===== src/rtl/rv_pkg.sv =====
// RV32I constants and instruction views; SYSTEM and FENCE opcodes are not decoded
package rv_pkg;

    localparam int XLEN   = 32;
    localparam int REG_AW = 5;

    // Major opcodes
    localparam logic [6:0] OP_LOAD   = 7'b0000011;
    localparam logic [6:0] OP_STORE  = 7'b0100011;
    localparam logic [6:0] OP_BRANCH = 7'b1100011;
    localparam logic [6:0] OP_JAL    = 7'b1101111;
    localparam logic [6:0] OP_JALR   = 7'b1100111;
    localparam logic [6:0] OP_OPIMM  = 7'b0010011;
    localparam logic [6:0] OP_OP     = 7'b0110011;
    localparam logic [6:0] OP_LUI    = 7'b0110111;
    localparam logic [6:0] OP_AUIPC  = 7'b0010111;

    // Load and store widths
    localparam logic [2:0] F3_B  = 3'b000;
    localparam logic [2:0] F3_H  = 3'b001;
    localparam logic [2:0] F3_W  = 3'b010;
    localparam logic [2:0] F3_BU = 3'b100;
    localparam logic [2:0] F3_HU = 3'b101;

    // [4] branch compare, [3] sub or arithmetic shift, [2:0] funct3
    typedef logic [4:0] alu_op_t;

    localparam logic [XLEN-1:0] NOP_INSTR = 32'h0000_0013; // addi x0, x0, 0

    typedef union packed {
        struct packed {
            logic [6:0]        funct7;
            logic [REG_AW-1:0] rs2;
            logic [REG_AW-1:0] rs1;
            logic [2:0]        funct3;
            logic [REG_AW-1:0] rd;
            logic [6:0]        opcode;
        } r_fmt;
        struct packed {
            logic [11:0]       imm_11_0;
            logic [REG_AW-1:0] rs1;
            logic [2:0]        funct3;
            logic [REG_AW-1:0] rd;
            logic [6:0]        opcode;
        } i_fmt;
        struct packed {
            logic [6:0]        imm_11_5;
            logic [REG_AW-1:0] rs2;
            logic [REG_AW-1:0] rs1;
            logic [2:0]        funct3;
            logic [4:0]        imm_4_0;
            logic [6:0]        opcode;
        } s_fmt;
        struct packed {
            logic              imm_12;
            logic [5:0]        imm_10_5;
            logic [REG_AW-1:0] rs2;
            logic [REG_AW-1:0] rs1;
            logic [2:0]        funct3;
            logic [3:0]        imm_4_1;
            logic              imm_11;
            logic [6:0]        opcode;
        } b_fmt;
        struct packed {
            logic [19:0]       imm_31_12;
            logic [REG_AW-1:0] rd;
            logic [6:0]        opcode;
        } u_fmt;
        struct packed {
            logic              imm_20;
            logic [9:0]        imm_10_1;
            logic              imm_11;
            logic [7:0]        imm_19_12;
            logic [REG_AW-1:0] rd;
            logic [6:0]        opcode;
        } j_fmt;
    } rv_instr_u;

endpackage


===== src/rtl/rv_stage_if.sv =====
// Decode control bundle and forwarding sources; both are plain wires with no handshake
`timescale 1ns/10ps

interface rv_ctrl_if;
    import rv_pkg::*;

    alu_op_t           alu_op;
    logic [XLEN-1:0]   imm;
    logic [REG_AW-1:0] rd;
    logic              reg_we;
    logic              mem_we;
    logic              mem_re;
    logic              use_rs2;   // ALU operand B is rs2, not the immediate

    modport src (output alu_op, imm, rd, reg_we, mem_we, mem_re, use_rs2);
    modport dst (input  alu_op, imm, rd, reg_we, mem_we, mem_re, use_rs2);
endinterface

interface rv_fwd_if;
    import rv_pkg::*;

    logic [REG_AW-1:0] ex_rs1, ex_rs2;             // Sources of the instruction in execute
    logic [XLEN-1:0]   ex_rs1_data, ex_rs2_data;
    logic [REG_AW-1:0] ex_mem_rd, mem_wb_rd, wb_rd;
    logic              ex_mem_we, mem_wb_we, wb_we;
    logic              ex_mem_is_load;
    logic [XLEN-1:0]   ex_mem_result, mem_wb_result, wb_result;

    modport src (output ex_rs1, ex_rs2, ex_rs1_data, ex_rs2_data, ex_mem_rd, mem_wb_rd, wb_rd,
                        ex_mem_we, mem_wb_we, wb_we, ex_mem_is_load,
                        ex_mem_result, mem_wb_result, wb_result);
    modport dst (input  ex_rs1, ex_rs2, ex_rs1_data, ex_rs2_data, ex_mem_rd, mem_wb_rd, wb_rd,
                        ex_mem_we, mem_wb_we, wb_we, ex_mem_is_load,
                        ex_mem_result, mem_wb_result, wb_result);
endinterface


===== src/rtl/rv_decode.sv =====
// Combinational RV32I decode; unknown opcodes, SYSTEM and FENCE come out as no-ops
`timescale 1ns/10ps

module rv_decode (
    input  rv_pkg::rv_instr_u           instr_i,
    rv_ctrl_if.src                      ctrl,
    output logic [rv_pkg::REG_AW-1:0]   rs1_o,
    output logic [rv_pkg::REG_AW-1:0]   rs2_o
);
    import rv_pkg::*;

    logic [6:0]      opcode;
    logic [2:0]      funct3;
    logic [XLEN-1:0] imm_i, imm_s, imm_b, imm_u, imm_j;

    assign opcode = instr_i.r_fmt.opcode;
    assign funct3 = instr_i.r_fmt.funct3;

    // Sign-extended immediates, one per format
    assign imm_i = {{20{instr_i.i_fmt.imm_11_0[11]}}, instr_i.i_fmt.imm_11_0};
    assign imm_s = {{20{instr_i.s_fmt.imm_11_5[6]}}, instr_i.s_fmt.imm_11_5,
                    instr_i.s_fmt.imm_4_0};
    assign imm_b = {{19{instr_i.b_fmt.imm_12}}, instr_i.b_fmt.imm_12, instr_i.b_fmt.imm_11,
                    instr_i.b_fmt.imm_10_5, instr_i.b_fmt.imm_4_1, 1'b0};
    assign imm_u = {instr_i.u_fmt.imm_31_12, 12'b0};
    assign imm_j = {{11{instr_i.j_fmt.imm_20}}, instr_i.j_fmt.imm_20, instr_i.j_fmt.imm_19_12,
                    instr_i.j_fmt.imm_11, instr_i.j_fmt.imm_10_1, 1'b0};

    always_comb begin
        ctrl.alu_op  = '0;                  // ADD unless told otherwise
        ctrl.imm     = '0;
        ctrl.rd      = instr_i.r_fmt.rd;
        ctrl.reg_we  = 1'b0;
        ctrl.mem_we  = 1'b0;
        ctrl.mem_re  = 1'b0;
        ctrl.use_rs2 = 1'b0;
        rs1_o        = '0;
        rs2_o        = '0;                  // Zero keeps unused fields out of the stall check
        case (opcode)
            OP_OP: begin
                ctrl.alu_op  = {1'b0, instr_i.r_fmt.funct7[5], funct3};
                ctrl.reg_we  = 1'b1;
                ctrl.use_rs2 = 1'b1;
                rs1_o        = instr_i.r_fmt.rs1;
                rs2_o        = instr_i.r_fmt.rs2;
            end
            OP_OPIMM: begin
                // imm[10] picks SRAI only on the shift-right slot
                ctrl.alu_op = {1'b0, (funct3 == 3'b101) & instr_i.i_fmt.imm_11_0[10], funct3};
                ctrl.imm    = imm_i;
                ctrl.reg_we = 1'b1;
                rs1_o       = instr_i.i_fmt.rs1;
            end
            OP_LOAD, OP_JALR: begin
                ctrl.imm    = imm_i;
                ctrl.reg_we = 1'b1;
                ctrl.mem_re = (opcode == OP_LOAD);
                rs1_o       = instr_i.i_fmt.rs1;
            end
            OP_STORE: begin
                ctrl.imm    = imm_s;
                ctrl.mem_we = 1'b1;
                rs1_o       = instr_i.s_fmt.rs1;
                rs2_o       = instr_i.s_fmt.rs2;
            end
            OP_BRANCH: begin
                ctrl.alu_op  = {2'b10, funct3};
                ctrl.imm     = imm_b;
                ctrl.use_rs2 = 1'b1;
                rs1_o        = instr_i.b_fmt.rs1;
                rs2_o        = instr_i.b_fmt.rs2;
            end
            OP_JAL: begin
                ctrl.imm    = imm_j;
                ctrl.reg_we = 1'b1;
            end
            OP_LUI, OP_AUIPC: begin
                ctrl.imm    = imm_u;
                ctrl.reg_we = 1'b1;
            end
            default: ;
        endcase
    end

endmodule


===== src/rtl/rv_regfile.sv =====
// x1..x31 cleared on reset; x0 reads zero; no write-through, so same-cycle reads see old data
`timescale 1ns/10ps

module rv_regfile (
    input  logic                        clk,
    input  logic                        rst_n,
    input  logic [rv_pkg::REG_AW-1:0]   rs1_addr_i,
    input  logic [rv_pkg::REG_AW-1:0]   rs2_addr_i,
    input  logic [rv_pkg::REG_AW-1:0]   rd_addr_i,
    input  logic [rv_pkg::XLEN-1:0]     rd_data_i,
    input  logic                        rd_we_i,
    output logic [rv_pkg::XLEN-1:0]     rs1_data_o,
    output logic [rv_pkg::XLEN-1:0]     rs2_data_o
);
    import rv_pkg::*;

    logic [XLEN-1:0] regs [1:31];

    always_ff @(posedge clk or negedge rst_n) begin
        if (!rst_n) begin
            for (int i = 1; i < 32; i++) begin
                regs[i] <= '0;
            end
        end else if (rd_we_i && rd_addr_i != '0) begin
            regs[rd_addr_i] <= rd_data_i;
        end
    end

    assign rs1_data_o = (rs1_addr_i == '0) ? '0 : regs[rs1_addr_i];
    assign rs2_data_o = (rs2_addr_i == '0) ? '0 : regs[rs2_addr_i];

endmodule


===== src/rtl/rv_alu.sv =====
// Integer ALU; branch ops return 1 in bit 0 when the condition holds, other bits zero
`timescale 1ns/10ps

module rv_alu (
    input  rv_pkg::alu_op_t             op_i,
    input  logic [rv_pkg::XLEN-1:0]     a_i,
    input  logic [rv_pkg::XLEN-1:0]     b_i,
    output logic [rv_pkg::XLEN-1:0]     result_o
);
    import rv_pkg::*;

    logic [4:0] shamt;
    logic       lt_s, lt_u;
    logic       cond;

    assign shamt = b_i[4:0];
    assign lt_s  = $signed(a_i) < $signed(b_i);
    assign lt_u  = a_i < b_i;

    // Branch compare on funct3
    always_comb begin
        case (op_i[2:0])
            3'b000:  cond = (a_i == b_i);  // BEQ
            3'b001:  cond = (a_i != b_i);  // BNE
            3'b100:  cond = lt_s;
            3'b101:  cond = !lt_s;
            3'b110:  cond = lt_u;
            3'b111:  cond = !lt_u;
            default: cond = 1'b0;
        endcase
    end

    always_comb begin
        if (op_i[4]) begin
            result_o = {{(XLEN-1){1'b0}}, cond};
        end else begin
            case (op_i[2:0])
                3'b000:  result_o = op_i[3] ? a_i - b_i : a_i + b_i;
                3'b001:  result_o = a_i << shamt;
                3'b010:  result_o = {{(XLEN-1){1'b0}}, lt_s};
                3'b011:  result_o = {{(XLEN-1){1'b0}}, lt_u};
                3'b100:  result_o = a_i ^ b_i;
                3'b101:  result_o = op_i[3] ? XLEN'($signed(a_i) >>> shamt) : a_i >> shamt;
                3'b110:  result_o = a_i | b_i;
                default: result_o = a_i & b_i;
            endcase
        end
    end

endmodule


===== src/rtl/rv_hazard.sv =====
// Operand forwarding for execute and load-use stall; a load in ex_mem is never a forward source
`timescale 1ns/10ps

module rv_hazard (
    rv_fwd_if.dst                       fwd,
    input  logic [6:0]                  ex_opcode_i,
    input  logic [rv_pkg::REG_AW-1:0]   id_rs1_i,
    input  logic [rv_pkg::REG_AW-1:0]   id_rs2_i,
    input  logic [rv_pkg::REG_AW-1:0]   ex_rd_i,
    input  logic                        ex_is_load_i,
    output logic [rv_pkg::XLEN-1:0]     op_a_o,
    output logic [rv_pkg::XLEN-1:0]     op_b_o,
    output logic                        stall_o
);
    import rv_pkg::*;

    logic uses_rs1, uses_rs2;

    // Youngest producer wins
    function automatic logic [XLEN-1:0] pick(input logic [REG_AW-1:0] rs,
                                             input logic [XLEN-1:0]   reg_val);
        if (rs != '0 && fwd.ex_mem_we && !fwd.ex_mem_is_load && fwd.ex_mem_rd == rs)
            return fwd.ex_mem_result;
        if (rs != '0 && fwd.mem_wb_we && fwd.mem_wb_rd == rs)
            return fwd.mem_wb_result;
        if (rs != '0 && fwd.wb_we && fwd.wb_rd == rs)
            return fwd.wb_result;
        return reg_val;
    endfunction

    assign uses_rs1 = !(ex_opcode_i == OP_LUI || ex_opcode_i == OP_AUIPC ||
                        ex_opcode_i == OP_JAL);
    assign uses_rs2 = (ex_opcode_i == OP_OP) || (ex_opcode_i == OP_STORE) ||
                      (ex_opcode_i == OP_BRANCH);

    assign op_a_o = uses_rs1 ? pick(fwd.ex_rs1, fwd.ex_rs1_data) : fwd.ex_rs1_data;
    assign op_b_o = uses_rs2 ? pick(fwd.ex_rs2, fwd.ex_rs2_data) : fwd.ex_rs2_data;

    // Load result only exists after the memory stage, so hold decode one cycle
    assign stall_o = ex_is_load_i && (ex_rd_i != '0) &&
                     ((id_rs1_i == ex_rd_i) || (id_rs2_i == ex_rd_i));

endmodule


===== src/rtl/rv_core.sv =====
// 5-stage RV32I core; memories must answer in the same cycle, stores carry no byte enables
`timescale 1ns/10ps

module rv_core #(
    parameter logic [rv_pkg::XLEN-1:0] RESET_ADDR = 32'h0000_0000
) (
    input  logic                        clk,
    input  logic                        rst_n,
    input  logic [rv_pkg::XLEN-1:0]     instr_data_i,
    input  logic [rv_pkg::XLEN-1:0]     mem_data_i,
    output logic [rv_pkg::XLEN-1:0]     instr_addr_o,
    output logic [rv_pkg::XLEN-1:0]     mem_addr_o,
    output logic [rv_pkg::XLEN-1:0]     mem_wdata_o,
    output logic                        mem_we_o,
    output logic                        mem_re_o
);
    import rv_pkg::*;

    rv_ctrl_if ctrl ();
    rv_fwd_if  fwd ();

    logic [XLEN-1:0]   pc, pc_next, if_id_pc;
    rv_instr_u         if_id_instr;
    logic [REG_AW-1:0] id_rs1, id_rs2;
    logic [XLEN-1:0]   rs1_data, rs2_data;

    logic [XLEN-1:0]   id_ex_pc, id_ex_rs1_data, id_ex_rs2_data, id_ex_imm;
    logic [6:0]        id_ex_opcode;
    logic [2:0]        id_ex_funct3;
    logic [REG_AW-1:0] id_ex_rs1, id_ex_rs2, id_ex_rd;
    alu_op_t           id_ex_alu_op;
    logic              id_ex_reg_we, id_ex_mem_we, id_ex_mem_re, id_ex_use_rs2;

    logic [XLEN-1:0]   ex_mem_result, ex_mem_sdata, ex_mem_pc;
    logic [6:0]        ex_mem_opcode;
    logic [2:0]        ex_mem_funct3;
    logic [REG_AW-1:0] ex_mem_rd;
    logic              ex_mem_reg_we, ex_mem_mem_we, ex_mem_mem_re;

    logic [XLEN-1:0]   mem_wb_result, wb_result;  // wb_* is the extra forward-only stage
    logic [REG_AW-1:0] mem_wb_rd, wb_rd;
    logic              mem_wb_reg_we, wb_reg_we;

    logic [XLEN-1:0]   op_a, op_b, alu_a, alu_b, alu_result, load_data, mem_result;
    logic              stall, flush;

    rv_decode u_decode (
        .instr_i (if_id_instr),
        .ctrl    (ctrl.src),
        .rs1_o   (id_rs1),
        .rs2_o   (id_rs2)
    );

    rv_regfile u_regfile (
        .clk        (clk),
        .rst_n      (rst_n),
        .rs1_addr_i (id_rs1),
        .rs2_addr_i (id_rs2),
        .rd_addr_i  (mem_wb_rd),
        .rd_data_i  (mem_wb_result),
        .rd_we_i    (mem_wb_reg_we),
        .rs1_data_o (rs1_data),
        .rs2_data_o (rs2_data)
    );

    rv_alu u_alu (
        .op_i     (id_ex_alu_op),
        .a_i      (alu_a),
        .b_i      (alu_b),
        .result_o (alu_result)
    );

    rv_hazard u_hazard (
        .fwd          (fwd.dst),
        .ex_opcode_i  (id_ex_opcode),
        .id_rs1_i     (id_rs1),
        .id_rs2_i     (id_rs2),
        .ex_rd_i      (id_ex_rd),
        .ex_is_load_i (id_ex_mem_re),
        .op_a_o       (op_a),
        .op_b_o       (op_b),
        .stall_o      (stall)
    );

    assign fwd.ex_rs1         = id_ex_rs1;
    assign fwd.ex_rs2         = id_ex_rs2;
    assign fwd.ex_rs1_data    = id_ex_rs1_data;
    assign fwd.ex_rs2_data    = id_ex_rs2_data;
    assign fwd.ex_mem_rd      = ex_mem_rd;
    assign fwd.ex_mem_we      = ex_mem_reg_we;
    assign fwd.ex_mem_is_load = ex_mem_mem_re;
    assign fwd.ex_mem_result  = ex_mem_result;   // A jump is never here when its consumer executes
    assign fwd.mem_wb_rd      = mem_wb_rd;
    assign fwd.mem_wb_we      = mem_wb_reg_we;
    assign fwd.mem_wb_result  = mem_wb_result;
    assign fwd.wb_rd          = wb_rd;
    assign fwd.wb_we          = wb_reg_we;
    assign fwd.wb_result      = wb_result;

    // Execute
    assign alu_a = (id_ex_opcode == OP_AUIPC) ? id_ex_pc :
                   (id_ex_opcode == OP_LUI)   ? '0 : op_a;
    assign alu_b = id_ex_use_rs2 ? op_b : id_ex_imm;
    assign flush = (id_ex_opcode == OP_BRANCH) || (id_ex_opcode == OP_JAL) ||
                   (id_ex_opcode == OP_JALR);

    // Every control transfer redirects, taken or not, for a fixed refetch latency
    always_comb begin
        pc_next = pc + 32'd4;
        case (id_ex_opcode)
            OP_BRANCH: pc_next = alu_result[0] ? id_ex_pc + id_ex_imm : id_ex_pc + 32'd4;
            OP_JAL:    pc_next = id_ex_pc + id_ex_imm;
            OP_JALR:   pc_next = {alu_result[XLEN-1:1], 1'b0};
            default:   ;
        endcase
    end

    // Memory stage
    always_comb begin
        case (ex_mem_funct3)
            F3_B:    load_data = {{24{mem_data_i[7]}}, mem_data_i[7:0]};
            F3_H:    load_data = {{16{mem_data_i[15]}}, mem_data_i[15:0]};
            F3_W:    load_data = mem_data_i;
            F3_BU:   load_data = {24'b0, mem_data_i[7:0]};
            F3_HU:   load_data = {16'b0, mem_data_i[15:0]};
            default: load_data = '0;
        endcase
    end

    always_comb begin
        case (ex_mem_funct3)
            F3_B:    mem_wdata_o = {24'b0, ex_mem_sdata[7:0]};
            F3_H:    mem_wdata_o = {16'b0, ex_mem_sdata[15:0]};
            default: mem_wdata_o = ex_mem_sdata;
        endcase
    end

    assign mem_result = ex_mem_mem_re ? load_data :
                        (ex_mem_opcode == OP_JAL || ex_mem_opcode == OP_JALR) ?
                        ex_mem_pc + 32'd4 : ex_mem_result;   // Link value

    assign instr_addr_o = pc;
    assign mem_addr_o   = ex_mem_result;
    assign mem_we_o     = ex_mem_mem_we;
    assign mem_re_o     = ex_mem_mem_re;

    always_ff @(posedge clk or negedge rst_n) begin
        if (!rst_n) begin
            pc            <= RESET_ADDR;
            if_id_instr   <= NOP_INSTR;
            id_ex_opcode  <= OP_OPIMM;
            id_ex_reg_we  <= 1'b0;
            id_ex_mem_we  <= 1'b0;
            id_ex_mem_re  <= 1'b0;
            ex_mem_opcode <= OP_OPIMM;
            ex_mem_reg_we <= 1'b0;
            ex_mem_mem_we <= 1'b0;
            ex_mem_mem_re <= 1'b0;
            mem_wb_reg_we <= 1'b0;
            wb_reg_we     <= 1'b0;
        end else begin
            if (!stall) begin
                pc          <= pc_next;
                if_id_instr <= instr_data_i;
            end
            if (flush)
                if_id_instr <= NOP_INSTR;
            if (flush || stall) begin  // Bubble into execute
                id_ex_opcode <= OP_OPIMM;
                id_ex_reg_we <= 1'b0;
                id_ex_mem_we <= 1'b0;
                id_ex_mem_re <= 1'b0;
            end else begin
                id_ex_opcode <= if_id_instr.r_fmt.opcode;
                id_ex_reg_we <= ctrl.reg_we;
                id_ex_mem_we <= ctrl.mem_we;
                id_ex_mem_re <= ctrl.mem_re;
            end
            ex_mem_opcode <= id_ex_opcode;
            ex_mem_reg_we <= id_ex_reg_we;
            ex_mem_mem_we <= id_ex_mem_we;
            ex_mem_mem_re <= id_ex_mem_re;
            mem_wb_reg_we <= ex_mem_reg_we;
            wb_reg_we     <= mem_wb_reg_we;
        end
    end

    always_ff @(posedge clk) begin
        if (!stall)
            if_id_pc <= pc;
        id_ex_pc       <= if_id_pc;
        id_ex_funct3   <= if_id_instr.r_fmt.funct3;
        id_ex_rs1      <= id_rs1;
        id_ex_rs2      <= id_rs2;
        id_ex_rs1_data <= rs1_data;
        id_ex_rs2_data <= rs2_data;
        id_ex_imm      <= ctrl.imm;
        id_ex_rd       <= ctrl.rd;
        id_ex_alu_op   <= ctrl.alu_op;
        id_ex_use_rs2  <= ctrl.use_rs2;
        ex_mem_result  <= alu_result;
        ex_mem_sdata   <= op_b;            // Forwarded rs2 for stores
        ex_mem_pc      <= id_ex_pc;
        ex_mem_funct3  <= id_ex_funct3;
        ex_mem_rd      <= id_ex_rd;
        mem_wb_result  <= mem_result;
        mem_wb_rd      <= ex_mem_rd;
        wb_result      <= mem_wb_result;
        wb_rd          <= mem_wb_rd;
    end

endmodule


===== config.mk =====
export PLATFORM = sky130hd
export DESIGN_NAME = rv_core
export DESIGN_NICKNAME = d
export VERILOG_FILES = /design/src/rtl/rv_pkg.sv /design/src/rtl/rv_stage_if.sv /design/src/rtl/rv_decode.sv /design/src/rtl/rv_regfile.sv /design/src/rtl/rv_alu.sv /design/src/rtl/rv_hazard.sv /design/src/rtl/rv_core.sv
export SDC_FILE = /design/constraint.sdc
export NUM_CORES = 2
export LEC_CHECK = 0
export BUFFER_PORTS_ARGS = -buffer_cell sky130_fd_sc_hd__clkbuf_2
export CAP_MARGIN = 20
export CORE_MARGIN = 2
export CORE_UTILIZATION = 40
export DETAILED_ROUTE_END_ITERATION = 10
export MAX_ROUTING_LAYER = met4
export PLACE_DENSITY_LB_ADDON = 0.15
export SLEW_MARGIN = 5
export SYNTH_ARGS = -nofsm -noshare
export SYNTH_HDL_FRONTEND = slang
export SYNTH_SLANG_ARGS = --single-unit

===== constraint.sdc =====
create_clock -name clk -period 7.5 [get_ports clk]
set_clock_uncertainty 0.05 [all_clocks]
set_input_delay 0.375 -clock clk [delete_from_list [all_inputs] [get_ports clk]]
set_output_delay 0.375 -clock clk [all_outputs]
set_load 0.05 [all_outputs]

==> metrics.log <==
INFO  metric worst_pin_slew = 1.249 ns
INFO  metric cts_sinks = 1439
INFO  metric remaining_drc_errors = 0
INFO  metric final_util = 45.38%
INFO  metric via_count = 70.89k
INFO  metric syn-mean-instance-area = 10.22 um^2
INFO  metric status = complete, no violations
INFO  metric power.density = 206.4 nW/um^2
INFO  metric grt_setup_unrepaired = false
INFO  metric setup_total_negative_slack = 0 ns
INFO  metric floorplan.initialDensity = 40.33%
INFO  metric endpoint_kind = flip-flop
INFO  metric cp_slowest_stage_delay = 0.69 ns
INFO  metric synth_seq_cells = 1439
INFO  metric worstSkewPairLatency = 0.85 ns
INFO  metric grt_pass1_wl = 517700 um
INFO  metric synth_seq_area_share = 41.27%
INFO  metric routed_via_density = 6.424
INFO  metric synth_top_cell_area_share = 31.94%
INFO  metric final_layout_size_suffix_gt1_share = 27.90%
INFO  metric max_freq = 0.1407 GHz
INFO  metric top_area_cells_in_the_synthesized_netlist = sky130_fd_sc_hd__dfrtp_1 (32%), sky130_fd_sc_hd__mux2_2 (19%), sky130_fd_sc_hd__dfxtp_1 (7.9%), sky130_fd_sc_hd__mux2i_1 (7.4%), sky130_fd_sc_hd__o21ai_0 (4.1%)
INFO  metric routed_wirelength = 366600 um
INFO  metric grt_start_max_net_pins = 184
INFO  metric vdd.ir_drop.worst = 0.2251 mV
INFO  metric antenna_viol_nets_final = 0
INFO  metric clock_tree.htree_level_count = 4
INFO  metric cts_max_path_buffers = 3
INFO  metric sequential_cell_area = 34560 um^2
INFO  metric timing.critical_path.from_type = flip-flop
INFO  metric cts_buffers = 168
INFO  metric r2r_setup_slack = 0.39 ns
INFO  metric ys_warn_count = 0
INFO  metric required = 8.19 ns
INFO  metric worst_ep_arrival_time = 7.80 ns
INFO  metric synth.most_common_cell = sky130_fd_sc_hd__mux2_2
INFO  metric dp_hpwl = 240100 um
INFO  metric die_h = 461.4 um
INFO  metric cts_repair_resize_count = 0
INFO  metric timing.setup.critical_path_class = reg -> reg
INFO  metric gr-usage-all-layers = 34.51%
INFO  metric tritoncts = yes
INFO  metric static-leakage-power = 0.04105 uW
INFO  metric filler_cell_count = 19.50k
INFO  metric drt_pass1_iterations = 8
INFO  metric final_hold_viol_count = 0
INFO  metric drt_first_iter_violations = 7258
INFO  metric worst_setup_hold_path_clk_slew = 0.06 ns
INFO  metric synth.net_count = 8391
INFO  metric area.growth.synth_to_final = 12.52%
INFO  metric cts.root.buffer_cell = sky130_fd_sc_hd__clkbuf_16
INFO  metric worst_path_dominant_cell_family = compound AO/OA/AOI/OAI gates
INFO  metric grt_pass1_vias = 69.56k
INFO  metric finalHoldWorstSlack = 0.1235 ns
INFO  metric library_cell_with_the_largest_summed_area_after_synthesis = sky130_fd_sc_hd__dfrtp_1
INFO  metric num-nets-final = 8302
INFO  metric async_flop_share = 74.84%
INFO  metric final_setup_violation_count = 0
INFO  metric maxSlewViolCount = 0
INFO  metric finalCriticalPeriod = 7.108 ns
INFO  metric cell_area_after_synthesis = 83670 um^2
INFO  metric number_of_antenna_violations_at_the_first_check_in_global_routing = 16
INFO  metric core.rowCount = 167
INFO  metric synth-main-ff-cell = sky130_fd_sc_hd__dfrtp_1
INFO  metric wl_per_cell = 33.22 um
INFO  metric globalRoute.totalOverflow = 0
INFO  metric final_min_period_over_clock_period = 94.78%
INFO  metric port_buffers = 163
INFO  metric design.core.area = 207500 um^2
INFO  metric holdCritPathClass = in -> async
INFO  metric floorplan.die.width = 461.4 um
INFO  metric die_area = 212900 um^2
INFO  metric count_of_buffering_cells_on_the_critical_path_with_inverters_included = 4
INFO  metric worst_slew_margin_rel = 14.38%
INFO  metric post_synth_num_cell_types = 106
INFO  metric multi_input_area = 46000 um^2
INFO  metric finalWeightedCongestion = 1.023
INFO  metric cpMaxStageDelayCell = sky130_fd_sc_hd__a21oi_1
INFO  metric synth_common_cells = sky130_fd_sc_hd__mux2_2 (1428), sky130_fd_sc_hd__dfrtp_1 (1068), sky130_fd_sc_hd__o21ai_0 (682), sky130_fd_sc_hd__mux2i_1 (620), sky130_fd_sc_hd__clkbuf_1 (594)
INFO  metric critPathMaxFanout = 24
INFO  metric post_synth_edffs = 32
INFO  metric ios = 164
INFO  metric drv.max_cap_violation_count = 0
INFO  metric synthesis.instances = 8191
power breakdown:
part	leakage [uW]	internal, uW	switching [uW]	total [uW]
registers	0.0180	8070	468	8540
logic	0.0202	685	1500	2180
clock network	0.00287	5110	3600	8710
layer usage:
layer / GRT usage [%] / vias up / routed length (um)
li1: - / 30286 / -
met1: 44.33 / 36210 / 154000
met2: 52.44 / 3464 / 164300
met3: 5.319 / 931 / 26430
met4: 18.16 / 0 / 21750
met5: - / - / 0
placed cells by master, fill, tap and decap left out, types with 29 or more instances in the layout:
master and n:
sky130_fd_sc_hd__and2_1 30, sky130_fd_sc_hd__dfxtp_1 326, sky130_fd_sc_hd__mux2i_1 620, sky130_fd_sc_hd__a21oi_1 564, sky130_fd_sc_hd__nand2_1 408, sky130_fd_sc_hd__o211ai_1 37
sky130_fd_sc_hd__edfxtp_1 32, sky130_fd_sc_hd__clkbuf_16 173, sky130_fd_sc_hd__nand4_1 42, sky130_fd_sc_hd__xnor2_1 92, sky130_fd_sc_hd__a21o_1 64, sky130_fd_sc_hd__clkbuf_2 162
sky130_fd_sc_hd__nor3_1 49, sky130_fd_sc_hd__dfrtp_1 1062, sky130_fd_sc_hd__nor2b_1 44, sky130_fd_sc_hd__nor2_1 249, sky130_fd_sc_hd__o22ai_1 105, sky130_fd_sc_hd__a211oi_1 54
sky130_fd_sc_hd__a31oi_1 154, sky130_fd_sc_hd__o21ai_0 682, sky130_fd_sc_hd__nand3_1 179, sky130_fd_sc_hd__o221ai_1 203, sky130_fd_sc_hd__inv_1 112, sky130_fd_sc_hd__ha_1 131
sky130_fd_sc_hd__o31ai_1 29, sky130_fd_sc_hd__a22o_1 29, sky130_fd_sc_hd__clkbuf_8 29, sky130_fd_sc_hd__a221oi_1 37, sky130_fd_sc_hd__buf_4 264, sky130_fd_sc_hd__clkbuf_1 34
sky130_fd_sc_hd__and3_1 55, sky130_fd_sc_hd__clkinv_2 33, sky130_fd_sc_hd__a22oi_1 138, sky130_fd_sc_hd__xor2_1 52, sky130_fd_sc_hd__mux2_2 1428, sky130_fd_sc_hd__dlygate4sd3_1 65
area by class of cell:
cell class                 count  area share (%)
timing repair buffer         508           3.997
antenna                        4         0.01063
clock buffer                 236           5.157
multi-input combinational   5861           48.86
clock inverter                76           1.067
tap                         2788           3.705
inverter                     124          0.5010
sequential                  1439           36.70
metrics by stage:
step | cells | total power, uW | setup slack, ns | area, um^2
detailed placement | 10655 | 10770 | 0.6360 | 87630
CTS | 11032 | 19490 | 0.5730 | 94140
global route | 11033 | 20000 | 0.01281 | 94150
global placement | 10654 | 10760 | 0.4910 | 87630
floorplan | 8191 | 9688 | 0.9797 | 83670
finish | 11036 | 19430 | 0.3919 | 94150
registers in the layout, summed over array words and instances, names as in the netlist, 6 cells and up:
| signal | cells |
|---|---|
| u_regfile.regs | 992 |
| ex_mem_pc | 32 |
| ex_mem_sdata | 32 |
| fwd.ex_rs1_data | 32 |
| fwd.ex_rs2_data | 32 |
| fwd.mem_wb_result | 32 |
| fwd.wb_result | 32 |
| id_ex_imm | 32 |
| id_ex_pc | 32 |
| if_id_instr | 32 |
| if_id_pc | 32 |
| instr_addr_o | 32 |
| mem_addr_o | 32 |
| id_ex_opcode | 7 |
| ex_mem_opcode | 6 |
what timing repair did:
| item | CTS | global route |
|---|---|---|
| endpoints found under the setup margin | 0 | 0 |
| hold buffers | 65 | 0 |
| endpoints found under the hold margin | 164 | 0 |
| buffers inserted | 0 | 0 |
final timing paths:
check	to	cells past startpoint	start
max in group asynchronous	u_regfile.regs[412]$_DFFE_PN0P_	4	rst_n
worst max register to register	instr_addr_o[29]$_DFFE_PN0N_	26	fwd.ex_rs2[0]$_DFF_P_
worst max-delay path	instr_addr_o[29]$_DFFE_PN0N_	26	fwd.ex_rs2[0]$_DFF_P_
worst min-delay path	u_regfile.regs[936]$_DFFE_PN0P_	2	rst_n
min in group clk	if_id_instr[0]$_DFFE_PN1P_	3	instr_data_i[0]
worst min register to register	ex_mem_funct3[0]$_DFF_P_	0	id_ex_funct3[0]$_DFF_P_
cell families after synthesis:
kind of cell	after synthesis	share of synthesized area, %
buf+inv	891	4.205
compound gates	2307	17.43
fa+ha+maj	134	2.031
xor+xnor	144	1.507
simple gates	1225	6.856
mux	2051	26.70
flops	1439	41.27
No activity file was read; power rests on OpenSTA's default activity.
